## src/common/status_pkg.sv

```systemverilog
/*
 * Shared constants and the status record layout for the status subsystem.
 * Source 0..2 settings must stay in step with the payload widths at the top.
 * Payloads above 18 bits do not fit the four-byte packet and are not supported.
 */
`default_nettype none

package status_pkg;

    localparam int num_sources = 3;  // generators behind one router

    // command target numbers
    localparam logic [1:0] src_cmd_id_0 = 2'd0;
    localparam logic [1:0] src_cmd_id_1 = 2'd1;
    localparam logic [1:0] src_cmd_id_2 = 2'd2;

    // register addresses sent as the first packet byte
    localparam logic [7:0] src_reg_addr_0 = 8'd7;
    localparam logic [7:0] src_reg_addr_1 = 8'd8;
    localparam logic [7:0] src_reg_addr_2 = 8'd9;

    // payload widths giving 4, 3 and 2 byte packets
    localparam int src_payload_bits_0 = 15;
    localparam int src_payload_bits_1 = 6;
    localparam int src_payload_bits_2 = 2;

    localparam int max_payload_bits = 18;  // widest payload in four bytes
    localparam int max_packet_bytes = 4;   // address byte included

    // generator modes from cmd_data[7:6]
    localparam logic [1:0] mode_off       = 2'd0;  // no reports
    localparam logic [1:0] mode_single    = 2'd1;  // one report per command
    localparam logic [1:0] mode_auto_keep = 2'd2;  // report on change, seq held
    localparam logic [1:0] mode_auto_inc  = 2'd3;  // report on change, seq counts

    // decoded view of a reassembled packet
    typedef struct packed {
        logic [7:0]  reg_addr;    // byte 0
        logic [15:0] payload_hi;  // payload bits 17:2, bytes 3 and 2
        logic [5:0]  seq;         // byte 1 upper bits
        logic [1:0]  payload_lo;  // byte 1 lower bits
    } status_fields_t;

    // bytes go in through raw and come out through fields
    typedef union packed {
        logic [31:0]    raw;
        status_fields_t fields;
    } status_word_u;

endpackage

`default_nettype wire

```

## src/status/status_generate.sv

```systemverilog
/*
 * Byte-serial status generator. Payload width 2 to 18 bits, packet of 2 to 4 bytes.
 * status is registered once only, so a slow foreign clock domain is assumed.
 * A single request command leaves the running mode in place and only loads seq.
 */
`timescale 1ns/1ps
`default_nettype none

module status_generate #(
    parameter int         payload_bits = status_pkg::src_payload_bits_0,  // 2 to 18
    parameter logic [7:0] reg_addr     = status_pkg::src_reg_addr_0,      // first byte
    parameter logic [1:0] cmd_id       = status_pkg::src_cmd_id_0         // own target number
) (
    input  wire                    rst,         // clock
    input  wire                    clk,         // async reset, active high
    input  wire                    cmd_we,      // command strobe
    input  wire  [1:0]             cmd_target,  // command target number
    input  wire  [7:0]             cmd_data,    // mode in 7:6, seq in 5:0
    input  wire  [payload_bits-1:0] status,     // parallel status word
    output logic [7:0]             ad,          // address or data byte
    output logic                   rq,          // low on the last byte
    input  wire                    start        // router took the address byte
);
    import status_pkg::*;

    localparam int num_bytes = (payload_bits + 21) >> 3;  // address byte included
    localparam int pkt_bits  = (num_bytes - 1) * 8;       // bytes after the address
    localparam int pad_bits  = pkt_bits - 6;              // payload slots in the packet

    logic                    cmd_hit;      // command for this source
    logic [1:0]              cmd_mode;
    logic [1:0]              mode;
    logic [5:0]              seq;
    logic [payload_bits-1:0] status_r0;    // input register
    logic [payload_bits-1:0] status_sent;  // value of the last report
    logic                    changed;      // status moved since last report
    logic                    cmd_pend;     // command asked for a report
    logic                    auto_mode;
    logic                    need_send;
    logic                    snd_rest;     // data bytes after the first one
    logic [pad_bits-1:0]     status_pad;
    logic [pkt_bits-1:0]     data_load;
    logic [pkt_bits-1:0]     data;         // byte shifter, low byte on ad
    logic [num_bytes-2:0]    rq_r;         // request mask, bit 0 is rq

    assign cmd_hit   = cmd_we && (cmd_target == cmd_id);
    assign cmd_mode  = cmd_data[7:6];
    assign auto_mode = (mode == mode_auto_keep) || (mode == mode_auto_inc);
    assign need_send = cmd_pend || changed;
    assign snd_rest  = rq_r[0] && !rq_r[num_bytes-2];  // after start, before last byte

    assign status_pad = pad_bits'(status_r0);  // zero fill up to the byte boundary
    // payload bits 1:0 share byte 1 with seq, the rest fills the upper bytes
    assign data_load  = (pkt_bits'(status_pad >> 2) << 8) |
                        pkt_bits'({seq, status_pad[1:0]});

    assign ad = data[7:0];
    assign rq = rq_r[0];

    always_ff @(posedge rst or posedge clk) begin
        if (clk) begin
            mode        <= mode_off;
            seq         <= '0;
            cmd_pend    <= 1'b0;
            changed     <= 1'b0;
            status_r0   <= '0;
            status_sent <= '0;
            rq_r        <= '0;
        end else begin
            status_r0 <= status;
            if (cmd_hit && (cmd_mode != mode_single))
                mode <= cmd_mode;                // single keeps the running mode
            if (cmd_hit)
                seq <= cmd_data[5:0];
            else if (start && (mode == mode_auto_inc))
                seq <= seq + 6'd1;               // wraps 63 to 0
            if (cmd_hit && (cmd_mode != mode_off))
                cmd_pend <= 1'b1;
            else if (start)
                cmd_pend <= 1'b0;
            if (start)
                changed <= 1'b0;
            else if (auto_mode && (status_r0 != status_sent))
                changed <= 1'b1;
            if (start)
                status_sent <= status_r0;        // the value going out now
            if (need_send && !rq_r[0])
                rq_r <= '1;                      // raise rq and hold until start
            else if (start || snd_rest)
                rq_r <= rq_r >> 1;
        end
    end

    always_ff @(posedge rst) begin
        if (start)
            data <= data_load;                   // seq byte shows next cycle
        else if (snd_rest)
            data <= data >> 8;
        else
            data <= pkt_bits'(reg_addr);         // idle shows the address
    end

endmodule

`default_nettype wire

```

## src/status/status_receive.sv

```systemverilog
/*
 * Status packet receiver. Accepts one byte per valid cycle, no stall.
 * Packets of up to four bytes, bytes not received read as zero.
 * Output fields hold their value until the next st_valid.
 */
`timescale 1ns/1ps
`default_nettype none

module status_receive (
    input  wire                                     rst,         // clock
    input  wire                                     clk,         // async reset, active high
    input  wire                                     byte_valid,
    input  wire                                     byte_last,
    input  wire  [7:0]                              byte_data,
    output logic                                    st_valid,    // one cycle per packet
    output logic [7:0]                              st_addr,
    output logic [5:0]                              st_seq,
    output logic [status_pkg::max_payload_bits-1:0] st_payload
);
    import status_pkg::*;

    localparam int cnt_bits = $clog2(max_packet_bytes);

    logic [cnt_bits-1:0] byte_cnt;   // byte number inside the packet
    logic [cnt_bits-1:0] byte_pos;   // byte slot in the raw word
    status_word_u        word_r;
    status_word_u        word_nxt;

    // address lands in the top slot, the following bytes fill from slot 0 up
    assign byte_pos = byte_cnt - 1'b1;

    always_comb begin
        word_nxt = word_r;
        if (byte_cnt == '0)
            word_nxt.raw = '0;                   // new packet starts clean
        word_nxt.raw[{byte_pos, 3'b000} +: 8] = byte_data;
    end

    always_ff @(posedge rst or posedge clk) begin
        if (clk) begin
            byte_cnt <= '0;
            st_valid <= 1'b0;
        end else begin
            st_valid <= byte_valid && byte_last;
            if (byte_valid)
                byte_cnt <= byte_last ? '0 : byte_cnt + 1'b1;
        end
    end

    always_ff @(posedge rst) begin
        if (byte_valid)
            word_r <= word_nxt;
        if (byte_valid && byte_last) begin
            st_addr    <= word_nxt.fields.reg_addr;
            st_seq     <= word_nxt.fields.seq;
            st_payload <= {word_nxt.fields.payload_hi, word_nxt.fields.payload_lo};
        end
    end

endmodule

`default_nettype wire

```

## src/status/status_router.sv

```systemverilog
/*
 * Round-robin router for status packets. One packet at a time, never interleaved.
 * No back-pressure input, the receiver must take a byte on every valid cycle.
 * start is combinational from src_rq and is raised only while idle.
 */
`timescale 1ns/1ps
`default_nettype none

module status_router (
    input  wire                                      rst,         // clock
    input  wire                                      clk,         // async reset, active high
    input  wire  [status_pkg::num_sources-1:0]       src_rq,      // requests
    input  wire  [status_pkg::num_sources-1:0][7:0]  src_ad,      // address or data bytes
    output logic [status_pkg::num_sources-1:0]       src_start,   // address taken
    output logic                                     byte_valid,
    output logic                                     byte_last,
    output logic [7:0]                               byte_data
);
    import status_pkg::*;

    localparam int idx_bits = $clog2(num_sources);

    logic                busy;      // packet in flight
    logic [idx_bits-1:0] gnt;       // source being forwarded
    logic [idx_bits-1:0] rr_ptr;    // first source to look at
    logic [idx_bits-1:0] pick;      // next winner
    logic                any_rq;
    logic                grant;     // start pulse this cycle

    assign any_rq = |src_rq;
    assign grant  = !busy && any_rq;

    // search from rr_ptr around the ring
    always_comb begin
        int  cand;
        logic found;
        pick  = rr_ptr;
        found = 1'b0;
        for (int i = 0; i < num_sources; i++) begin
            cand = (int'(rr_ptr) + i) % num_sources;
            if (!found && src_rq[cand]) begin
                pick  = idx_bits'(cand);
                found = 1'b1;
            end
        end
    end

    always_comb begin
        src_start = '0;
        if (grant)
            src_start[pick] = 1'b1;              // address byte sampled this cycle
    end

    always_ff @(posedge rst or posedge clk) begin
        if (clk) begin
            busy       <= 1'b0;
            gnt        <= '0;
            rr_ptr     <= '0;
            byte_valid <= 1'b0;
            byte_last  <= 1'b0;
        end else if (busy) begin
            byte_valid <= 1'b1;
            byte_last  <= !src_rq[gnt];          // rq low marks the last byte
            if (!src_rq[gnt])
                busy <= 1'b0;                    // free to grant next cycle
        end else if (grant) begin
            busy       <= 1'b1;
            gnt        <= pick;
            rr_ptr     <= (pick == idx_bits'(num_sources - 1)) ? '0 : pick + 1'b1;
            byte_valid <= 1'b1;                  // address byte
            byte_last  <= 1'b0;
        end else begin
            byte_valid <= 1'b0;
            byte_last  <= 1'b0;
        end
    end

    always_ff @(posedge rst) begin
        byte_data <= busy ? src_ad[gnt] : src_ad[pick];
    end

endmodule

`default_nettype wire

```

## src/verilog/status_top.sv

```systemverilog
/*
 * Status subsystem top with three generators, one router and one receiver.
 * Single clock domain. Commands select a generator by cmd_target.
 */
`timescale 1ns/1ps
`default_nettype none

module status_top (
    input  wire                                     rst,         // clock
    input  wire                                     clk,         // async reset, active high
    input  wire                                     cmd_we,
    input  wire  [1:0]                              cmd_target,
    input  wire  [7:0]                              cmd_data,    // mode in 7:6, seq in 5:0
    input  wire  [status_pkg::src_payload_bits_0-1:0] status_0,
    input  wire  [status_pkg::src_payload_bits_1-1:0] status_1,
    input  wire  [status_pkg::src_payload_bits_2-1:0] status_2,
    output wire                                     st_valid,
    output wire  [7:0]                              st_addr,
    output wire  [5:0]                              st_seq,
    output wire  [status_pkg::max_payload_bits-1:0] st_payload
);
    import status_pkg::*;

    wire [num_sources-1:0]      src_rq;
    wire [num_sources-1:0]      src_start;
    wire [num_sources-1:0][7:0] src_ad;
    wire                        byte_valid;
    wire                        byte_last;
    wire [7:0]                  byte_data;

    status_generate #(
        .payload_bits (src_payload_bits_0),
        .reg_addr     (src_reg_addr_0),
        .cmd_id       (src_cmd_id_0)
    ) u_gen_0 (
        .rst        (rst),
        .clk        (clk),
        .cmd_we     (cmd_we),
        .cmd_target (cmd_target),
        .cmd_data   (cmd_data),
        .status     (status_0),
        .ad         (src_ad[0]),
        .rq         (src_rq[0]),
        .start      (src_start[0])
    );

    status_generate #(
        .payload_bits (src_payload_bits_1),
        .reg_addr     (src_reg_addr_1),
        .cmd_id       (src_cmd_id_1)
    ) u_gen_1 (
        .rst        (rst),
        .clk        (clk),
        .cmd_we     (cmd_we),
        .cmd_target (cmd_target),
        .cmd_data   (cmd_data),
        .status     (status_1),
        .ad         (src_ad[1]),
        .rq         (src_rq[1]),
        .start      (src_start[1])
    );

    status_generate #(
        .payload_bits (src_payload_bits_2),
        .reg_addr     (src_reg_addr_2),
        .cmd_id       (src_cmd_id_2)
    ) u_gen_2 (
        .rst        (rst),
        .clk        (clk),
        .cmd_we     (cmd_we),
        .cmd_target (cmd_target),
        .cmd_data   (cmd_data),
        .status     (status_2),
        .ad         (src_ad[2]),
        .rq         (src_rq[2]),
        .start      (src_start[2])
    );

    status_router u_router (
        .rst        (rst),
        .clk        (clk),
        .src_rq     (src_rq),
        .src_ad     (src_ad),
        .src_start  (src_start),
        .byte_valid (byte_valid),
        .byte_last  (byte_last),
        .byte_data  (byte_data)
    );

    status_receive u_receive (
        .rst        (rst),
        .clk        (clk),
        .byte_valid (byte_valid),
        .byte_last  (byte_last),
        .byte_data  (byte_data),
        .st_valid   (st_valid),
        .st_addr    (st_addr),
        .st_seq     (st_seq),
        .st_payload (st_payload)
    );

endmodule

`default_nettype wire
```

## config.mk

```make
export PLATFORM = sky130hd
export DESIGN_NAME = status_top
export DESIGN_NICKNAME = d
export VERILOG_FILES = /design/src/common/status_pkg.sv /design/src/status/status_generate.sv /design/src/status/status_receive.sv /design/src/status/status_router.sv /design/src/verilog/status_top.sv
export SDC_FILE = /design/constraint.sdc
export NUM_CORES = 1
export LEC_CHECK = 0
export CAP_MARGIN = 20
export CORE_UTILIZATION = 30
export CTS_BUF_LIST = sky130_fd_sc_hd__clkbuf_4
export CTS_CLUSTER_DIAMETER = 50
export DETAILED_ROUTE_END_ITERATION = 8
export DONT_BUFFER_PORTS = 1
export GPL_TIMING_DRIVEN = 0
export SETUP_SLACK_MARGIN = 0.4
export SLEW_MARGIN = 30
export SYNTH_ARGS = -nofsm -noshare
export SYNTH_HDL_FRONTEND = slang
export SYNTH_SLANG_ARGS = --single-unit
```

## constraint.sdc

```tcl
create_clock -name rst -period 5.5 [get_ports rst]
set_clock_uncertainty 0.2 [all_clocks]
set_input_delay 1.1 -clock rst [delete_from_list [all_inputs] [get_ports rst]]
set_output_delay 1.1 -clock rst [all_outputs]
set_load 0.05 [all_outputs]
```

==> results by group <==
Layout
  – Fillers: 2708
  – Fin nets: 775
  – Area Overhead vs Synth: 14.0%
  – N_diodes: 0
  – Leading cell types in the layout, fill and taps excluded: dfrtp_1 (91), clkbuf_4 (84), nand2_1 (66)
  – Layout cells sized above 1: 17.7%
  – Non-Filler Instances: 1108
  – Commonest non-fill, non-tap cell in the layout: dfrtp_1

Detailed routing
  – Drt pass-1 iters: 4
  – DRT iter0 DRCs: 323
  – Vias per cell: 4.74
  – Detail Route Antenna Nets: 0
  – Routed len/inst: 15.5 microns
  – Final WL: 17.2 mm
  – Via count: 5255
  – Drc violations: 0

Clocking
  – CTS buffer count: 52
  – Post-CTS setup buffers: 0
  – Resize count post-CTS: 0
  – CTS H-tree lvls: 2
  – Reg clk slew, reported paths: ~0.07 ns
  – Root buffer cell: clkbuf_4
  – # hold bufs at CTS: 0
  – CTS tree: built
  – Longest Clk Path Bufs: 3
  – Worst skew pair latency: slightly below 0.7 ns
  – Clock sinks: 205

GRT
  – GR Util All Layers: around an eighth
  – GRT overflow: 0
  – First-pass GRT wire length: 28.0 mm
  – Vias in the first global route: 5313
  – Initial antenna violation count: 1
  – Largest net degree at the start of global routing: 58

Outcome
  – Status: finished clean

Placement
  – IO Port Bufs: 0
  – Placed Cells: between 1000 and 1500
  – GP Congestion: 0.779
  – Post-detailed-placement half-perimeter wirelength: approximately 12 mm

Yosys
  – Synth Area in Simple Gates: 12.6%
  – Seq/Total Area, Yosys: 63.2%
  – EDFF count, synth: 64
  – FF+latch count, synth: 205
  – Async SR Flop Fraction: 44.9%
  – Count of cell types in the netlist: 63
  – Post-synthesis mux area share: 3.86%
  – Main synth FF type: dfrtp_1
  – Post-Syn Instances: about 670
  – Syn Nets: 720
  – Largest family of logic cells by synthesized area: simple AND/OR/NAND/NOR gates
  – Synth Area in Compound Gates: 12.5%
  – Avg Inst Size Synth: between 10 and 15 sq um
  – Adder-Cell Fraction of Synth Area: 1.97%
  – Post-Synth XOR/XNOR Area: 3.40%
  – Syn. warnings: 0
  – Post-Syn Area: 8240 sq um

Floorplanning
  – Cell row count: 60
  – Die Width: 168 microns
  – Die area: 28100 sq um
  – Core outline area: 27000 sq um
  – IO Count: 69
  – Initial core utilization: 30.6%
  – Die Span Y: 168 microns

Timing
  – Setup violators final: 0
  – Pins over their slew limit: 0
  – Final Cycle Share: approximately three fifths
  – Post-layout min period: 3.34 ns
  – Relative slew slack: 39.5%
  – TNS Setup: 0 ns
  – Peak Freq: 299 MHz
  – Setup repair after global routing missed its margin: false
  – Worst slew pin tran: 0.901 ns
  – Final Hold Vio Count: 0

Setup path
  – Critical path class: flip-flop to flip-flop
  – Startpoint Class: flip-flop
  – CP Capture Type: flip-flop
  – Worst Path Arrival: about 3.6 ns
  – WP data required: 5.80 ns
  – Worst-path fanout max: 10

Flow run
  – Max-cap violations: 0

Power
  – PwrDens: 610 nW/um^2
  – Maximum VDD drop: about 0.29 mV
  – Lkg Pwr: about 4.0 nW

Worst hold path
  – Worst min-delay path class: input port to asynchronous set/reset pin
==> worst max-delay path, cell delays in order (launching register included) <==
cell and delay (ns):
dfrtp_1 0.37, inv_1 0.11, ha_1 0.46, mux2i_2 0.34, o21ai_2 0.11, nor4_2 0.46
a21o_1 0.30, and3_1 0.22, buf_4 0.17, buf_4 0.17, nor2_1 0.08, a22o_1 0.17
==> path summary, 6_finish.rpt <==
path | slack [ns] | to | depth (start not counted) | start
max in group asynchronous | 4.39 | u_gen_0.seq[2]$_DFFE_PP0P_ | 2 | clk
hold / removal | 0.13 | u_gen_0.seq[0]$_DFFE_PP0P_ | 1 | clk
min in group rst | 0.24 | u_gen_0.status_r0[0]$_DFF_PP0_ | 0 | status_0[0]
setup / recovery | 2.16 | u_gen_1.data[0]$_DFF_P_ | 11 | u_router.rr_ptr[0]$_DFFE_PP0P_
setup reg to reg | 2.16 | u_gen_1.data[0]$_DFF_P_ | 11 | u_router.rr_ptr[0]$_DFFE_PP0P_
hold reg to reg | 0.24 | u_gen_1.data[0]$_DFF_P_ | 1 | u_gen_1.data[8]$_SDFF_PN0_
==> sequential cells by signal (all words and copies together) (netlist names), 3 cells and up <==
signal	flops
u_gen_1.status_sent	6
u_gen_1.seq	6
u_gen_0.seq	6
u_gen_1.status_r0	6
u_receive.word_r	32
u_gen_1.data	12
u_gen_0.data	21
u_receive.st_seq	6
u_gen_2.ad	8
u_gen_2.seq	6
u_router.byte_data	8
u_gen_0.status_sent	15
u_gen_0.status_r0	15
u_receive.st_addr	8
u_gen_0.rq_r	3
u_receive.st_payload	18
==> routing by layer <==
layer  share of wire [%]  GRT usage, %
met1                  47          16.2
met2                  46          19.8
met3                 5.1          3.99
met4                 2.4          4.67
met5               0.076             0
==> synthesized netlist by cell type (all sizes together) (3+ instances only) <==
cell type,count,area (sq um)
dfrtp,92,2300
nand2,67,259
edfxtp,64,1920
dfxtp,49,981
nor2,44,168
a22o,40,359
o21ai,30,158
xor2,28,245
mux2i,22,228
a21oi,19,106
and3,18,113
buf,18,105
inv,14,52.6
nand3,14,70.1
clkbuf,13,48.8
ha,13,163
a21o,12,90.1
and2,12,75.1
nor3,10,50.1
mux2,8,90.1
nand4,8,50.1
o221ai,7,61.3
a31oi,6,37.5
nand3b,6,45.0
nor4,6,43.8
nand2b,5,31.3
o22ai,5,31.3
nor2b,4,25.0
xnor2,4,35.0
o31ai,3,22.5
or3,3,18.8
==> report_power, final <==
group	total (mW)	leakage [nW]	internal (mW)	switching (mW)
logic	1.79	1.38	0.731	1.06
clock network	1.30	0.416	0.695	0.603
registers	2.64	2.16	2.08	0.561
==> cell families after synthesis <==
group / after synthesis
buffers and inverters: 45
xor gates and xnor gates: 32
AOI/OAI and AO/OA: 137
and+or+nand+nor: 209
adders and majority gates: 13
muxes: 30
DFF: 205
==> per-stage QoR <==
step           power (mW)  setup slack (ns)  instance area [sq um]  hold WS, ns  utilization, %
2_1_floorplan        3.97              1.81                   8240        0.220               -
3_3_place_gp         4.42             0.592                   8670        0.224            32.2
3_5_place_dp         4.47              2.19                   8710        0.230            32.3
4_1_cts              5.80              2.12                   9400       0.0870            34.9
5_1_grt              6.13              1.97                   9400       0.0975            34.9
6_report             5.73              2.16                   9400        0.130            34.9
==> cell type report <==
type,instances,area [sq um],area share [%]
buffer,31,154,1.64
clock buffer,84,631,6.71
clock inverter,11,58.8,0.626
inverter,14,57.6,0.612
multi-input combinational,421,2840,30.2
sequential,205,5210,55.4
tap,341,427,4.54
timing repair buffer,1,27.5,0.293
Note: power is estimated with default switching activity, not from simulation.
